==> src/serv_pkg.sv <==
package serv_pkg;

   localparam int XLEN   = 32;
   localparam int REG_AW = 5;
   localparam int CNT_W  = 5;

   // RV32I major opcodes, low two bits included
   localparam logic [6:0] OPC_OP     = 7'b0110011;
   localparam logic [6:0] OPC_OP_IMM = 7'b0010011;
   localparam logic [6:0] OPC_LUI    = 7'b0110111;
   localparam logic [6:0] OPC_JAL    = 7'b1101111;
   localparam logic [6:0] OPC_BRANCH = 7'b1100011;

   typedef enum logic [2:0] {
      CLS_OP,
      CLS_OP_IMM,
      CLS_LUI,
      CLS_JAL,
      CLS_BRANCH,
      CLS_NOP
   } op_class_e;

   typedef enum logic [2:0] {
      ALU_ADD,
      ALU_SUB,
      ALU_AND,
      ALU_OR,
      ALU_XOR,
      ALU_SLT,
      ALU_SLTU
   } alu_op_e;

   typedef enum logic [1:0] {
      ST_FETCH,
      ST_INIT,
      ST_RUN,
      ST_BRANCH_RUN
   } state_e;

endpackage

==> src/serv_alu.sv <==
`timescale 1ns/1ps

module serv_alu (
   input  logic                clk,
   input  logic                i_init,
   input  logic                i_cnt_en,
   input  logic                i_cnt_done,
   input  serv_pkg::alu_op_e   i_alu_op,
   input  logic                i_rs1_bit,
   input  logic                i_op_b_bit,
   output logic                o_alu_bit,
   output logic                o_cmp
);

   logic sub_type;
   logic b_bit;
   logic sum;
   logic carry;
   logic carry_out;
   logic bit_eq;
   logic eq;
   logic first_bit;
   logic lt_s;
   logic lt_u;

   assign sub_type = (i_alu_op == serv_pkg::ALU_SUB) || (i_alu_op == serv_pkg::ALU_SLT) ||
                     (i_alu_op == serv_pkg::ALU_SLTU);
   assign b_bit     = i_op_b_bit ^ sub_type;
   assign sum       = i_rs1_bit ^ b_bit ^ carry;
   assign carry_out = (i_rs1_bit & b_bit) | (carry & (i_rs1_bit ^ b_bit));
   assign bit_eq    = !(i_rs1_bit ^ i_op_b_bit);

   // Valid at the MSB only
   assign lt_u = !carry_out;
   assign lt_s = (i_rs1_bit ^ i_op_b_bit) ? i_rs1_bit : sum;

   always_ff @(posedge clk) begin
      if (i_init || i_cnt_done) begin
         carry     <= sub_type;
         eq        <= 1'b1;
         first_bit <= 1'b1;
      end else if (i_cnt_en) begin
         carry     <= carry_out;
         eq        <= eq & bit_eq;
         first_bit <= 1'b0;
      end
      if (i_cnt_done) begin
         case (i_alu_op)
            serv_pkg::ALU_SLT:  o_cmp <= lt_s;
            serv_pkg::ALU_SLTU: o_cmp <= lt_u;
            default:            o_cmp <= eq & bit_eq;
         endcase
      end
   end

   always_comb begin
      case (i_alu_op)
         serv_pkg::ALU_AND: o_alu_bit = i_rs1_bit & i_op_b_bit;
         serv_pkg::ALU_OR:  o_alu_bit = i_rs1_bit | i_op_b_bit;
         serv_pkg::ALU_XOR: o_alu_bit = i_rs1_bit ^ i_op_b_bit;
         serv_pkg::ALU_SLT,
         serv_pkg::ALU_SLTU: o_alu_bit = first_bit & o_cmp;
         default:           o_alu_bit = sum;
      endcase
   end

endmodule

==> src/serv_ctrl.sv <==
`timescale 1ns/1ps

module serv_ctrl #(
   parameter logic [serv_pkg::XLEN-1:0] RESET_PC = '0
) (
   input  logic                         clk,
   input  logic                         i_arst_n,
   input  logic                         i_cnt_en,
   input  logic [serv_pkg::CNT_W-1:0]   i_cnt,
   input  logic                         i_final_pass,
   input  logic                         i_jump,
   input  logic                         i_imm_bit,
   output logic [serv_pkg::XLEN-1:0]    o_ibus_adr,
   output logic                         o_link_bit
);

   logic first;
   logic c4;
   logic c4_in;
   logic c4_out;
   logic ci;
   logic ci_in;
   logic ci_out;
   logic s_imm;
   logic plus4_in;
   logic new_bit;

   assign first    = (i_cnt == '0);
   assign plus4_in = (i_cnt == serv_pkg::CNT_W'(2));

   // PC+4
   assign c4_in      = first ? 1'b0 : c4;
   assign o_link_bit = o_ibus_adr[0] ^ plus4_in ^ c4_in;
   assign c4_out     = (o_ibus_adr[0] & plus4_in) | (c4_in & (o_ibus_adr[0] ^ plus4_in));

   // PC+imm
   assign ci_in  = first ? 1'b0 : ci;
   assign s_imm  = o_ibus_adr[0] ^ i_imm_bit ^ ci_in;
   assign ci_out = (o_ibus_adr[0] & i_imm_bit) | (ci_in & (o_ibus_adr[0] ^ i_imm_bit));

   assign new_bit = i_jump ? s_imm : o_link_bit;

   always_ff @(posedge clk) begin
      if (i_cnt_en) begin
         c4 <= c4_out;
         ci <= ci_out;
      end
   end

   always_ff @(posedge clk or negedge i_arst_n) begin
      if (!i_arst_n) begin
         o_ibus_adr <= RESET_PC;
      end else if (i_cnt_en && i_final_pass) begin
         o_ibus_adr <= {new_bit, o_ibus_adr[serv_pkg::XLEN-1:1]};
      end
   end

   // Whole PC is back in place whenever no pass runs
   a_pc_aligned : assert property (
      @(posedge clk) disable iff (!i_arst_n) !i_cnt_en |-> (o_ibus_adr[1:0] == 2'b00));

endmodule

==> src/serv_decode.sv <==
`timescale 1ns/1ps

module serv_decode (
   input  logic                        clk,
   input  logic                        i_arst_n,
   input  logic                        i_ibus_ack,
   input  logic [serv_pkg::XLEN-1:0]   i_instr,
   output serv_pkg::op_class_e         o_op_class,
   output serv_pkg::alu_op_e           o_alu_op,
   output logic                        o_op_b_imm,
   output logic                        o_br_invert,
   output logic                        o_two_pass
);

   logic [6:0]          opcode;
   logic [2:0]          funct3;
   logic [6:0]          funct7;
   logic                f3_ok;
   serv_pkg::alu_op_e   f3_op;
   serv_pkg::op_class_e cls;
   serv_pkg::alu_op_e   op;
   logic                invert;
   logic                is_slt;

   assign opcode = i_instr[6:0];
   assign funct3 = i_instr[14:12];
   assign funct7 = i_instr[31:25];

   // Shifts have no place in this core
   assign f3_ok = (funct3 != 3'b001) && (funct3 != 3'b101);

   always_comb begin
      case (funct3)
         3'b010:  f3_op = serv_pkg::ALU_SLT;
         3'b011:  f3_op = serv_pkg::ALU_SLTU;
         3'b100:  f3_op = serv_pkg::ALU_XOR;
         3'b110:  f3_op = serv_pkg::ALU_OR;
         3'b111:  f3_op = serv_pkg::ALU_AND;
         default: f3_op = serv_pkg::ALU_ADD;
      endcase
   end

   always_comb begin
      cls    = serv_pkg::CLS_NOP;
      op     = serv_pkg::ALU_ADD;
      invert = 1'b0;
      case (opcode)
         serv_pkg::OPC_OP: begin
            if (f3_ok && ((funct7 == 7'h00) || ((funct7 == 7'h20) && (funct3 == 3'b000)))) begin
               cls = serv_pkg::CLS_OP;
               op  = funct7[5] ? serv_pkg::ALU_SUB : f3_op;
            end
         end
         serv_pkg::OPC_OP_IMM: begin
            if (f3_ok) begin
               cls = serv_pkg::CLS_OP_IMM;
               op  = f3_op;
            end
         end
         serv_pkg::OPC_LUI: cls = serv_pkg::CLS_LUI;
         serv_pkg::OPC_JAL: cls = serv_pkg::CLS_JAL;
         serv_pkg::OPC_BRANCH: begin
            // BEQ/BNE compare for equality, BLT/BGE signed
            if ((funct3[2:1] == 2'b00) || (funct3[2:1] == 2'b10)) begin
               cls    = serv_pkg::CLS_BRANCH;
               op     = funct3[2] ? serv_pkg::ALU_SLT : serv_pkg::ALU_SUB;
               invert = funct3[0];
            end
         end
         default: cls = serv_pkg::CLS_NOP;
      endcase
   end

   // SLT needs the full compare before bit 0 can be written
   assign is_slt = ((cls == serv_pkg::CLS_OP) || (cls == serv_pkg::CLS_OP_IMM)) &&
                   ((op == serv_pkg::ALU_SLT) || (op == serv_pkg::ALU_SLTU));

   always_ff @(posedge clk or negedge i_arst_n) begin
      if (!i_arst_n) begin
         o_op_class  <= serv_pkg::CLS_NOP;
         o_alu_op    <= serv_pkg::ALU_ADD;
         o_op_b_imm  <= 1'b0;
         o_br_invert <= 1'b0;
         o_two_pass  <= 1'b0;
      end else if (i_ibus_ack) begin
         o_op_class  <= cls;
         o_alu_op    <= op;
         o_op_b_imm  <= (cls == serv_pkg::CLS_OP_IMM);
         o_br_invert <= invert;
         o_two_pass  <= (cls == serv_pkg::CLS_BRANCH) || is_slt;
      end
   end

endmodule

==> src/serv_immdec.sv <==
`timescale 1ns/1ps

module serv_immdec (
   input  logic                          clk,
   input  logic                          i_ibus_ack,
   input  logic [serv_pkg::XLEN-1:0]     i_instr,
   input  serv_pkg::op_class_e           i_op_class,
   input  logic                          i_cnt_en,
   output logic [serv_pkg::REG_AW-1:0]   o_rd_addr,
   output logic [serv_pkg::REG_AW-1:0]   o_rs1_addr,
   output logic [serv_pkg::REG_AW-1:0]   o_rs2_addr,
   output logic                          o_imm_bit
);

   logic [serv_pkg::XLEN-1:7] instr_q;
   logic [serv_pkg::XLEN-1:0] imm;
   logic [serv_pkg::XLEN-1:0] imm_sr;

   assign o_rd_addr  = instr_q[11:7];
   assign o_rs1_addr = instr_q[19:15];
   assign o_rs2_addr = instr_q[24:20];
   assign o_imm_bit  = imm_sr[0];

   always_comb begin
      case (i_op_class)
         serv_pkg::CLS_OP_IMM: imm = {{20{instr_q[31]}}, instr_q[31:20]};
         serv_pkg::CLS_LUI:    imm = {instr_q[31:12], 12'b0};
         serv_pkg::CLS_JAL:    imm = {{12{instr_q[31]}}, instr_q[19:12], instr_q[20],
                                      instr_q[30:21], 1'b0};
         serv_pkg::CLS_BRANCH: imm = {{20{instr_q[31]}}, instr_q[7], instr_q[30:25],
                                      instr_q[11:8], 1'b0};
         default:              imm = '0;
      endcase
   end

   always_ff @(posedge clk) begin
      if (i_ibus_ack) begin
         instr_q <= i_instr[serv_pkg::XLEN-1:7];
      end
      // Rotate so a second pass sees the same immediate again
      if (i_cnt_en) begin
         imm_sr <= {imm_sr[0], imm_sr[serv_pkg::XLEN-1:1]};
      end else begin
         imm_sr <= imm;
      end
   end

endmodule

==> src/serv_rf.sv <==
`timescale 1ns/1ps

module serv_rf (
   input  logic                          clk,
   input  logic [serv_pkg::REG_AW-1:0]   i_rs1_addr,
   input  logic [serv_pkg::REG_AW-1:0]   i_rs2_addr,
   input  logic [serv_pkg::REG_AW-1:0]   i_rd_addr,
   input  logic [serv_pkg::CNT_W-1:0]    i_cnt,
   input  logic                          i_rd_wen,
   input  logic                          i_rd_bit,
   output logic                          o_rs1_bit,
   output logic                          o_rs2_bit
);

   logic [serv_pkg::XLEN-1:0] regs [2**serv_pkg::REG_AW];

   // x0 is never written, so its reads are masked
   assign o_rs1_bit = (i_rs1_addr != '0) && regs[i_rs1_addr][i_cnt];
   assign o_rs2_bit = (i_rs2_addr != '0) && regs[i_rs2_addr][i_cnt];

   always_ff @(posedge clk) begin
      if (i_rd_wen) begin
         regs[i_rd_addr][i_cnt] <= i_rd_bit;
      end
   end

   a_no_x0_write : assert property (
      @(posedge clk) i_rd_wen |-> (i_rd_addr != '0));

endmodule

==> src/serv_state.sv <==
`timescale 1ns/1ps

module serv_state (
   input  logic                        clk,
   input  logic                        i_arst_n,
   input  logic                        i_ibus_ack,
   input  logic                        i_two_pass,
   output logic                        o_ibus_cyc,
   output logic                        o_init,
   output logic                        o_cnt_en,
   output logic [serv_pkg::CNT_W-1:0]  o_cnt,
   output logic                        o_cnt_done,
   output logic                        o_final_pass,
   output logic                        o_retire_stb
);

   serv_pkg::state_e state;

   assign o_ibus_cyc = (state == serv_pkg::ST_FETCH);
   assign o_init     = (state == serv_pkg::ST_INIT);
   assign o_cnt_en   = (state == serv_pkg::ST_RUN) || (state == serv_pkg::ST_BRANCH_RUN);
   assign o_cnt_done = o_cnt_en && (o_cnt == '1);

   // Single pass ops finish in RUN, two pass ops in the second pass
   assign o_final_pass = ((state == serv_pkg::ST_RUN) && !i_two_pass) ||
                         (state == serv_pkg::ST_BRANCH_RUN);

   always_ff @(posedge clk or negedge i_arst_n) begin
      if (!i_arst_n) begin
         state        <= serv_pkg::ST_FETCH;
         o_cnt        <= '0;
         o_retire_stb <= 1'b0;
      end else begin
         o_retire_stb <= o_cnt_done && o_final_pass;
         if (o_cnt_en) begin
            o_cnt <= o_cnt + 1'b1;
         end
         case (state)
            serv_pkg::ST_FETCH: begin
               if (i_ibus_ack) begin
                  state <= serv_pkg::ST_INIT;
               end
            end
            serv_pkg::ST_INIT: begin
               state <= serv_pkg::ST_RUN;
            end
            serv_pkg::ST_RUN: begin
               if (o_cnt_done) begin
                  state <= i_two_pass ? serv_pkg::ST_BRANCH_RUN : serv_pkg::ST_FETCH;
               end
            end
            serv_pkg::ST_BRANCH_RUN: begin
               if (o_cnt_done) begin
                  state <= serv_pkg::ST_FETCH;
               end
            end
            default: begin
               state <= serv_pkg::ST_FETCH;
            end
         endcase
      end
   end

   // Bus slave must not acknowledge without a pending fetch
   a_ack_in_cyc : assert property (
      @(posedge clk) disable iff (!i_arst_n) i_ibus_ack |-> o_ibus_cyc);

endmodule

==> src/serv_top.sv <==
`timescale 1ns/1ps

module serv_top #(
   parameter logic [serv_pkg::XLEN-1:0] RESET_PC = '0
) (
   input  logic                          clk,
   input  logic                          i_arst_n,
   input  logic [serv_pkg::XLEN-1:0]     i_ibus_rdt,
   input  logic                          i_ibus_ack,
   output logic [serv_pkg::XLEN-1:0]     o_ibus_adr,
   output logic                          o_ibus_cyc,
   output logic                          o_retire,
   output logic [serv_pkg::XLEN-1:0]     o_retire_pc,
   output logic [serv_pkg::REG_AW-1:0]   o_retire_rd,
   output logic [serv_pkg::XLEN-1:0]     o_retire_wdata
);

   logic                        init;
   logic                        cnt_en;
   logic [serv_pkg::CNT_W-1:0]  cnt;
   logic                        cnt_done;
   logic                        final_pass;
   logic                        retire_stb;
   serv_pkg::op_class_e         op_class;
   serv_pkg::alu_op_e           alu_op;
   logic                        op_b_imm;
   logic                        br_invert;
   logic                        two_pass;
   logic [serv_pkg::REG_AW-1:0] rd_addr;
   logic [serv_pkg::REG_AW-1:0] rs1_addr;
   logic [serv_pkg::REG_AW-1:0] rs2_addr;
   logic                        imm_bit;
   logic                        rs1_bit;
   logic                        rs2_bit;
   logic                        op_b_bit;
   logic                        alu_bit;
   logic                        cmp;
   logic                        link_bit;
   logic                        rd_bit;
   logic                        writes_rd;
   logic                        rd_wen;
   logic                        jump;

   assign op_b_bit  = op_b_imm ? imm_bit : rs2_bit;
   assign writes_rd = (op_class == serv_pkg::CLS_OP) || (op_class == serv_pkg::CLS_OP_IMM) ||
                      (op_class == serv_pkg::CLS_LUI) || (op_class == serv_pkg::CLS_JAL);
   // Only SLT has a write in its second pass, all others finish in one
   assign rd_wen    = cnt_en && final_pass && writes_rd && (rd_addr != '0);
   assign jump      = (op_class == serv_pkg::CLS_JAL) ||
                      ((op_class == serv_pkg::CLS_BRANCH) && (cmp ^ br_invert));

   always_comb begin
      case (op_class)
         serv_pkg::CLS_LUI: rd_bit = imm_bit;
         serv_pkg::CLS_JAL: rd_bit = link_bit;
         default:           rd_bit = alu_bit;
      endcase
   end

   serv_state serv_state_inst (
      .clk          (clk),
      .i_arst_n     (i_arst_n),
      .i_ibus_ack   (i_ibus_ack),
      .i_two_pass   (two_pass),
      .o_ibus_cyc   (o_ibus_cyc),
      .o_init       (init),
      .o_cnt_en     (cnt_en),
      .o_cnt        (cnt),
      .o_cnt_done   (cnt_done),
      .o_final_pass (final_pass),
      .o_retire_stb (retire_stb)
   );

   serv_decode serv_decode_inst (
      .clk         (clk),
      .i_arst_n    (i_arst_n),
      .i_ibus_ack  (i_ibus_ack),
      .i_instr     (i_ibus_rdt),
      .o_op_class  (op_class),
      .o_alu_op    (alu_op),
      .o_op_b_imm  (op_b_imm),
      .o_br_invert (br_invert),
      .o_two_pass  (two_pass)
   );

   serv_immdec serv_immdec_inst (
      .clk        (clk),
      .i_ibus_ack (i_ibus_ack),
      .i_instr    (i_ibus_rdt),
      .i_op_class (op_class),
      .i_cnt_en   (cnt_en),
      .o_rd_addr  (rd_addr),
      .o_rs1_addr (rs1_addr),
      .o_rs2_addr (rs2_addr),
      .o_imm_bit  (imm_bit)
   );

   serv_alu serv_alu_inst (
      .clk        (clk),
      .i_init     (init),
      .i_cnt_en   (cnt_en),
      .i_cnt_done (cnt_done),
      .i_alu_op   (alu_op),
      .i_rs1_bit  (rs1_bit),
      .i_op_b_bit (op_b_bit),
      .o_alu_bit  (alu_bit),
      .o_cmp      (cmp)
   );

   serv_ctrl #(
      .RESET_PC (RESET_PC)
   ) serv_ctrl_inst (
      .clk          (clk),
      .i_arst_n     (i_arst_n),
      .i_cnt_en     (cnt_en),
      .i_cnt        (cnt),
      .i_final_pass (final_pass),
      .i_jump       (jump),
      .i_imm_bit    (imm_bit),
      .o_ibus_adr   (o_ibus_adr),
      .o_link_bit   (link_bit)
   );

   serv_rf serv_rf_inst (
      .clk        (clk),
      .i_rs1_addr (rs1_addr),
      .i_rs2_addr (rs2_addr),
      .i_rd_addr  (rd_addr),
      .i_cnt      (cnt),
      .i_rd_wen   (rd_wen),
      .i_rd_bit   (rd_bit),
      .o_rs1_bit  (rs1_bit),
      .o_rs2_bit  (rs2_bit)
   );

   serv_trace serv_trace_inst (
      .clk            (clk),
      .i_arst_n       (i_arst_n),
      .i_ibus_ack     (i_ibus_ack),
      .i_ibus_adr     (o_ibus_adr),
      .i_rd_wen       (rd_wen),
      .i_rd_addr      (rd_addr),
      .i_rd_bit       (rd_bit),
      .i_retire_stb   (retire_stb),
      .o_retire       (o_retire),
      .o_retire_pc    (o_retire_pc),
      .o_retire_rd    (o_retire_rd),
      .o_retire_wdata (o_retire_wdata)
   );

endmodule

==> src/serv_trace.sv <==
`timescale 1ns/1ps

module serv_trace (
   input  logic                          clk,
   input  logic                          i_arst_n,
   input  logic                          i_ibus_ack,
   input  logic [serv_pkg::XLEN-1:0]     i_ibus_adr,
   input  logic                          i_rd_wen,
   input  logic [serv_pkg::REG_AW-1:0]   i_rd_addr,
   input  logic                          i_rd_bit,
   input  logic                          i_retire_stb,
   output logic                          o_retire,
   output logic [serv_pkg::XLEN-1:0]     o_retire_pc,
   output logic [serv_pkg::REG_AW-1:0]   o_retire_rd,
   output logic [serv_pkg::XLEN-1:0]     o_retire_wdata
);

   logic [serv_pkg::XLEN-1:0] wdata_q;
   logic                      wrote;

   assign o_retire       = i_retire_stb;
   assign o_retire_rd    = wrote ? i_rd_addr : '0;
   assign o_retire_wdata = wrote ? wdata_q : '0;

   always_ff @(posedge clk) begin
      if (i_ibus_ack) begin
         o_retire_pc <= i_ibus_adr;
      end
      // Written bits arrive LSB first
      if (i_rd_wen) begin
         wdata_q <= {i_rd_bit, wdata_q[serv_pkg::XLEN-1:1]};
      end
   end

   always_ff @(posedge clk or negedge i_arst_n) begin
      if (!i_arst_n) begin
         wrote <= 1'b0;
      end else if (i_ibus_ack) begin
         wrote <= 1'b0;
      end else if (i_rd_wen) begin
         wrote <= 1'b1;
      end
   end

endmodule

==> config.mk <==
export PLATFORM = sky130hd
export DESIGN_NAME = serv_top
export DESIGN_NICKNAME = d
export VERILOG_FILES = /design/src/serv_pkg.sv /design/src/serv_alu.sv /design/src/serv_ctrl.sv /design/src/serv_decode.sv /design/src/serv_immdec.sv /design/src/serv_rf.sv /design/src/serv_state.sv /design/src/serv_top.sv /design/src/serv_trace.sv
export SDC_FILE = /design/constraint.sdc
export NUM_CORES = 2
export LEC_CHECK = 0
export BUFFER_PORTS_ARGS = -buffer_cell sky130_fd_sc_hd__buf_2
export CAP_MARGIN = 20
export CORE_ASPECT_RATIO = 0.5
export CORE_MARGIN = 5
export CORE_UTILIZATION = 45
export CTS_BUF_LIST = sky130_fd_sc_hd__clkbuf_8
export DETAILED_ROUTE_END_ITERATION = 16
export PLACE_DENSITY = 0.71
export SYNTH_ARGS = -nofsm -noshare
export SYNTH_HDL_FRONTEND = slang
export SYNTH_SLANG_ARGS = --single-unit
==> constraint.sdc <==
create_clock -name clk -period 19.1 [get_ports clk]
set_clock_uncertainty 0.15 [all_clocks]
set_input_delay 3.82 -clock clk [delete_from_list [all_inputs] [get_ports clk]]
set_output_delay 3.82 -clock clk [all_outputs]
set_load 0.02 [all_outputs]
======== Word-level counts from Yosys, hierarchy flattened ========
Memories as Yosys holds them, arrays and structs flattened. A register that Yosys moved wholly into a read port is not among the register bits.
Cells that the tools add are included.
word-level totals
  output and inout bits ................... 103
  bits in read-only memories .............. 0
  logic and storage cells ................. 171
  input bits .............................. 35
  bits in writable memories ............... 1024
  flip-flop bits (word level) ............. 177
  memories kept ........................... 1
  latch bits .............................. 0
memories
  memory             words  width  rd ports  clocked after Yosys merged registers in  wr ports  RTL line       text
  serv_rf_inst.regs  32     32     2         2                                        1         serv_rf.sv:15  logic [serv_pkg::XLEN-1:0] regs [2**serv_pkg::REG_AW];
cells by class
  $add $sub $neg .......................... 1
  reduce and logical (&&, ||, !) cells .... 45
  muxes and demuxes ....................... 44
  div/mod/pow operators ................... 0
  bitwise logic cells ..................... 22
  shifts and indexed selects .............. 0
  multiply operators ...................... 0
  order comparisons ....................... 2
  equal/unequal tests ..................... 36
operators with widths
  kind                                            number
  one-hot mux 32 bit (4 select lines)             1
  2-to-1 mux 32 bit                               3
  == test 3 bit (second input constant)           10
  one-hot mux 3 bit (5 select lines)              2
  == test 7 x 6 -> 1 bit (second input constant)  3
  2-to-1 mux 3 bit                                7
  == test 3 x 2 -> 1 bit (second input constant)  6
  2-to-1 mux 1 bit                                16
  2-to-1 mux 5 bit                                3
  nonzero test 5 bit                              3
  == test 7 bit (second input constant)           2
  logical AND 1 bit                               14
  logical OR 1 bit                                14
  binary-select mux 1 bit (select 5 bit)          2
  AND 1 bit                                       9
  == test 3 x 1 -> 1 bit (second input constant)  3
  logical NOT 3 bit                               3
  one-hot mux 3 bit (3 select lines)              1
  bitwise XOR 1 bit                               9
  2-to-1 mux 2 bit                                4
  one-hot mux 2 bit (4 select lines)              1
  == test 7 x 5 -> 1 bit (second input constant)  1
  logical NOT 7 bit                               1
  == test 2 bit (second input constant)           3
  20 further kinds                                29

======== Depth between registers and ports, before layout ========
  depth in word-level cells ............... 10
  gate-level depth with buffers ........... 24
  mapped depth without buffers ............ 18

======== Cells and area by module ========
A second synthesis with hierarchy kept.
second synthesis, totals
  cell total of the unflattened synthesis .. 4228
  area total of the unflattened synthesis .. 60055.1 um^2
modules (own cells, without submodules)
  module       area each (um^2)  cells an instance  seq. area each (um^2)  times used
  serv_rf      52653.0           3700               30749.5                1
  serv_immdec  2283.4            176                1391.3                 1
  serv_trace   2234.6            108                1946.9                 1
  serv_ctrl    1338.8            83                 860.8                  1
  serv_decode  695.7             79                 227.7                  1
  serv_state   391.6             31                 200.2                  1
  serv_alu     362.8             40                 100.1                  1
  serv_top     95.1              11                 0.0                    1

======== Worst setup path before layout ========
OpenSTA, ideal clock, no wires.
  path kind ............................... reg-to-reg
  start ................................... register (tool-made name)
  end ..................................... memory serv_rf_inst.regs[0][0] (netlist bit) (data pin)
  arrival ................................. 17.365 ns
  library setup time ...................... 3.027 ns
  stages on the path, launching flop included .. 16
  buffers on the path ..................... 3
  period minus slack after synthesis ...... 20.542 ns
  setup slack ............................. -1.442 ns
  data required time ...................... 15.923 ns
  cells stage by stage .................... dfxtp_1 > buf_2 > buf_2 > buf_1 > mux4_2 > mux4_2 > a22oi_1 > a21oi_1 > o21a_1 > o31ai_2 > xnor2_1 > fa_1 > o21ai_0 > o21ai_0 > a221oi_1 > o31a_1
RTL lines
  what       RTL line
  to (decl)  serv_rf.sv:15

==> results.md <==
* Drt pass-1 iters at 6
* Total die area at 141000 um^2
* Global-route wire length before repair at 275000 um
* Setup Viol. Count Final at 0
* CTS tree: built
* Via/cell ratio at 6.67
* Post-Synth Adder-Cell Area at 0.226%
* Pwr/cell area at 168 nW/um^2
* Crit share post-route at 51.5%
* Mapped Area at 59700 um^2
* Synth Flop Type: edfxtp_1
* Unrepaired setup endpoints after global routing: false
* Register area share after synthesis at 59.7%
* Final nets at 4292
* # IOs at 138
* H-tree depth at 4
* WL/cell at 31.2 um
* Initial antenna violation count at 9
* Worst-Skew Late Latency at 0.93 ns
* Setup Crit Path Kind: reg -> reg
* Cts repair resizes at 0
* CP Capture Type: flip-flop
* Synth-to-Final Area Change at 9.15%
* Post-synth EDFFs at 1117
* Power Total at 10.9 mW
* Max Freq at 102 MHz
* Largest net degree at the start of global routing at 277
* Core area at 132000 um^2
* Tmin final at 9.84 ns
* Die Span Y at 268 um
* Largest family of logic cells by synthesized area: multiplexers
* Mux contribution to synthesized area at 21.5%
* GPL Wtd Cong at 0.910
* Clock transition at the registers of the reported paths at 0.06 ns
* Relative slew slack at 16.4%
* Worst Path Arrival at 10.21 ns
* Crit path launch type: flip-flop
* Hold_sp: serv_immdec_inst.imm_sr[16]
* Vias in the first global route at 40457
* WL final at 193000 um
* Worst-Margin Slew at 1.24 ns
* CTS Sinks at 1211
* Via Count at 41140
* DP Area at 61800 um^2
* Clock Tree Buf Depth at 3
* Status: completed
* Final Cell Area at 65200 um^2
* Antenna Nets Post-Route at 0
* Synthesized flop and latch total at 1211
* CP required at 19.47 ns
* Hold Crit Class: reg -> reg
* Syn avg cell area at 14.1 um^2
* Simple-Gate Fraction of Synth Area at 10.6%
* Filler Cell Count at 11128
* Post-synthesis compound-gate area fraction at 4.48%
* Final HPWL DP at 107000 um
* Total gr overflow at 0
* Xor and xnor area share after synthesis at 0.103%
* Die X at 525 um
* Hold buffer count at cts at 0
* Max-Cap Viols at 0
* Setup bufs post-CTS at 0
* Post-synth ARST share at 4.13%
* GRT Total Usage at 26.8%
* DRT iter0 DRCs at 6983
* DRC at 0
* CP max FO at 276
* Netlist cell types at 79
* Leak at 20.8 nW
* Share of cells above drive strength 1 at 24.5%
* PortBufs at 137
* Setup TNS at 0 ns
* Fin. Hold Viols at 0
* Final-report max-slew violation count at 0
* Synthesized instance count at 4237
* Synth warn at 0
* Max IR drop VDD at 0.788 mV
* Root Driver: clkbuf_8
* Num CTS Buffers at 178
* Rows at 94
* Initial Utilization at 45.4%
[layer usage]
layer | vias up | share of wire (%) | global-route usage, %
met5 | - | 0.021 | 0
met4 | 6 | 5.7 | 13.7
met3 | 733 | 16 | 9.58
met2 | 3520 | 44 | 40.5
met1 | 20761 | 34 | 34.4
li1 | 16120 | - | -
[registers in the layout, indices dropped and copies added, names as in the netlist, 2 cells and up, named ones only]
signal                       cells
serv_ctrl_inst.o_ibus_adr       32
serv_decode_inst.o_alu_op        3
serv_decode_inst.o_op_class      3
serv_immdec_inst.imm_sr         32
serv_immdec_inst.instr_q        25
serv_rf_inst.regs             1024
serv_state_inst.o_cnt            5
serv_state_inst.state            2
serv_trace_inst.o_retire_pc     32
serv_trace_inst.wdata_q         32
[final cells by class]
cell class	instances	area [um^2]	area share [%]
Timing Repair Buffer	219	1480	2.26
Tap cell	1776	2220	3.41
Clock inverter	133	703	1.08
Inverter	24	90.1	0.138
Sequential cell	1211	35700	54.8
Clock buffer	186	2560	3.93
Antenna cell	4	10.0	0.0154
Multi-Input combinational cell	2614	22400	34.4
[stage by stage]
stage | util, % | worst slack (ns) | std cells | hold slack [ns]
4_1_cts | 49.4 | 9.45 | 6152 | 0.281
2_1_floorplan | - | 6.38 | 4268 | 0.256
3_3_place_gp | 46.9 | 9.66 | 5833 | 0.259
3_5_place_dp | 46.9 | 9.49 | 5833 | 0.266
6_report | 49.5 | 9.26 | 6167 | 0.281
5_1_grt | 49.5 | 9.06 | 6164 | 0.291
[Yosys cell counts, types with 6 or more instances]
| cell | number | area, um^2 |
|---|---|---|
| a2111oi_0 | 11 | 96.3 |
| a211oi_1 | 29 | 218 |
| a21oi_1 | 70 | 350 |
| a221oi_1 | 6 | 52.6 |
| a22o_1 | 15 | 131 |
| a22oi_1 | 81 | 608 |
| a31oi_1 | 15 | 93.8 |
| a32oi_1 | 9 | 78.8 |
| and2_1 | 51 | 319 |
| and3_1 | 10 | 62.6 |
| buf_1 | 17 | 63.8 |
| buf_2 | 78 | 390 |
| buf_4 | 27 | 203 |
| buf_6 | 19 | 214 |
| clkbuf_1 | 275 | 1030 |
| dfrtp_1 | 48 | 1200 |
| dfxtp_1 | 44 | 881 |
| edfxtp_1 | 1117 | 33500 |
| ha_1 | 6 | 75.1 |
| inv_1 | 19 | 71.3 |
| mux2_2 | 85 | 957 |
| mux2i_1 | 85 | 851 |
| mux4_2 | 490 | 11000 |
| nand2_1 | 201 | 754 |
| nand2b_1 | 20 | 125 |
| nand3_1 | 28 | 140 |
| nand4_1 | 17 | 106 |
| nor2_1 | 1056 | 3960 |
| nor2b_1 | 39 | 244 |
| nor3_1 | 34 | 170 |
| nor3b_1 | 12 | 90.1 |
| nor4_1 | 11 | 68.8 |
| o2111ai_1 | 6 | 52.6 |
| o211ai_1 | 9 | 67.6 |
| o21ai_0 | 63 | 315 |
| o22ai_1 | 31 | 194 |
| o31ai_1 | 8 | 60.1 |
| or2_2 | 7 | 43.8 |
| or3_1 | 6 | 37.5 |
[worst max-delay path: stages (launching register included)]
cell	delay (ns)
dfxtp_4	0.80
buf_4	0.79
buf_4	0.66
buf_4	0.83
mux4_2	0.45
mux4_2	0.50
o21ai_0	0.17
a211o_1	0.17
nand4_1	0.29
a211o_1	0.48
o21ai_2	0.14
fa_1	0.49
o21ai_0	0.17
o21ai_0	0.11
a221oi_1	0.32
o31a_4	0.90
buf_12	0.71
buf_12	0.66
[cells by family after synthesis]
group                      count (synthesis)
muxes                                    660
and+or+nand+nor                         1514
adders and majority gates                  9
xor gates and xnor gates                   7
DFF                                     1211
other                                      1
buffers and inverters                    443
AOI/OAI and AO/OA                        392
[placed cells by master, fill, tap and decap left out, drive strengths merged, types with 7 or more instances in the layout]
| master | netlist | layout |
|---|---|---|
| nand2 | 201 | 201 |
| buf | 143 | 217 |
| mux2i | 85 | 85 |
| nor3 | 35 | 35 |
| o21ai | 64 | 64 |
| nand2b | 20 | 20 |
| a2111oi | 11 | 11 |
| a22oi | 81 | 81 |
| a31oi | 15 | 15 |
| o31ai | 9 | 9 |
| nor3b | 13 | 13 |
| inv | 22 | 102 |
| or2 | 7 | 7 |
| dfrtp | 48 | 48 |
| a22o | 15 | 15 |
| nor4 | 11 | 11 |
| and2 | 51 | 51 |
| mux2 | 85 | 85 |
| o211ai | 9 | 9 |
| nor2 | 1056 | 1056 |
| and3 | 10 | 10 |
| nand3 | 28 | 28 |
| conb | 1 | 32 |
| clkinv | 2 | 52 |
| nor2b | 39 | 39 |
| o22ai | 31 | 31 |
| a32oi | 9 | 9 |
| mux4 | 490 | 490 |
| a211oi | 29 | 29 |
| a21oi | 70 | 70 |
| nand4 | 17 | 17 |
| clkbuf | 276 | 188 |
| edfxtp | 1117 | 1117 |
| dfxtp | 44 | 44 |
[path summary, 6_finish.rpt]
kind / slack (ns) / end / cells past startpoint
max: 9.26 / serv_rf_inst.regs[27][26] / 17
min: 0.28 / serv_immdec_inst.imm_sr[15] / 2
min reg2reg: 0.28 / serv_immdec_inst.imm_sr[15] / 2
max reg2reg: 9.26 / serv_rf_inst.regs[27][26] / 17
min in group asynchronous: 2.90 / serv_ctrl_inst.o_ibus_adr[29] / 2
max in group asynchronous: 15.40 / serv_state_inst.o_cnt[0] / 2
[power breakdown]
part	switching (mW)	total, mW	internal (mW)
Combinational	2.73	3.34	0.613
Clock	1.06	1.99	0.937
Sequential	0.122	5.59	5.47
No activity file was read; power rests on OpenSTA's default activity.
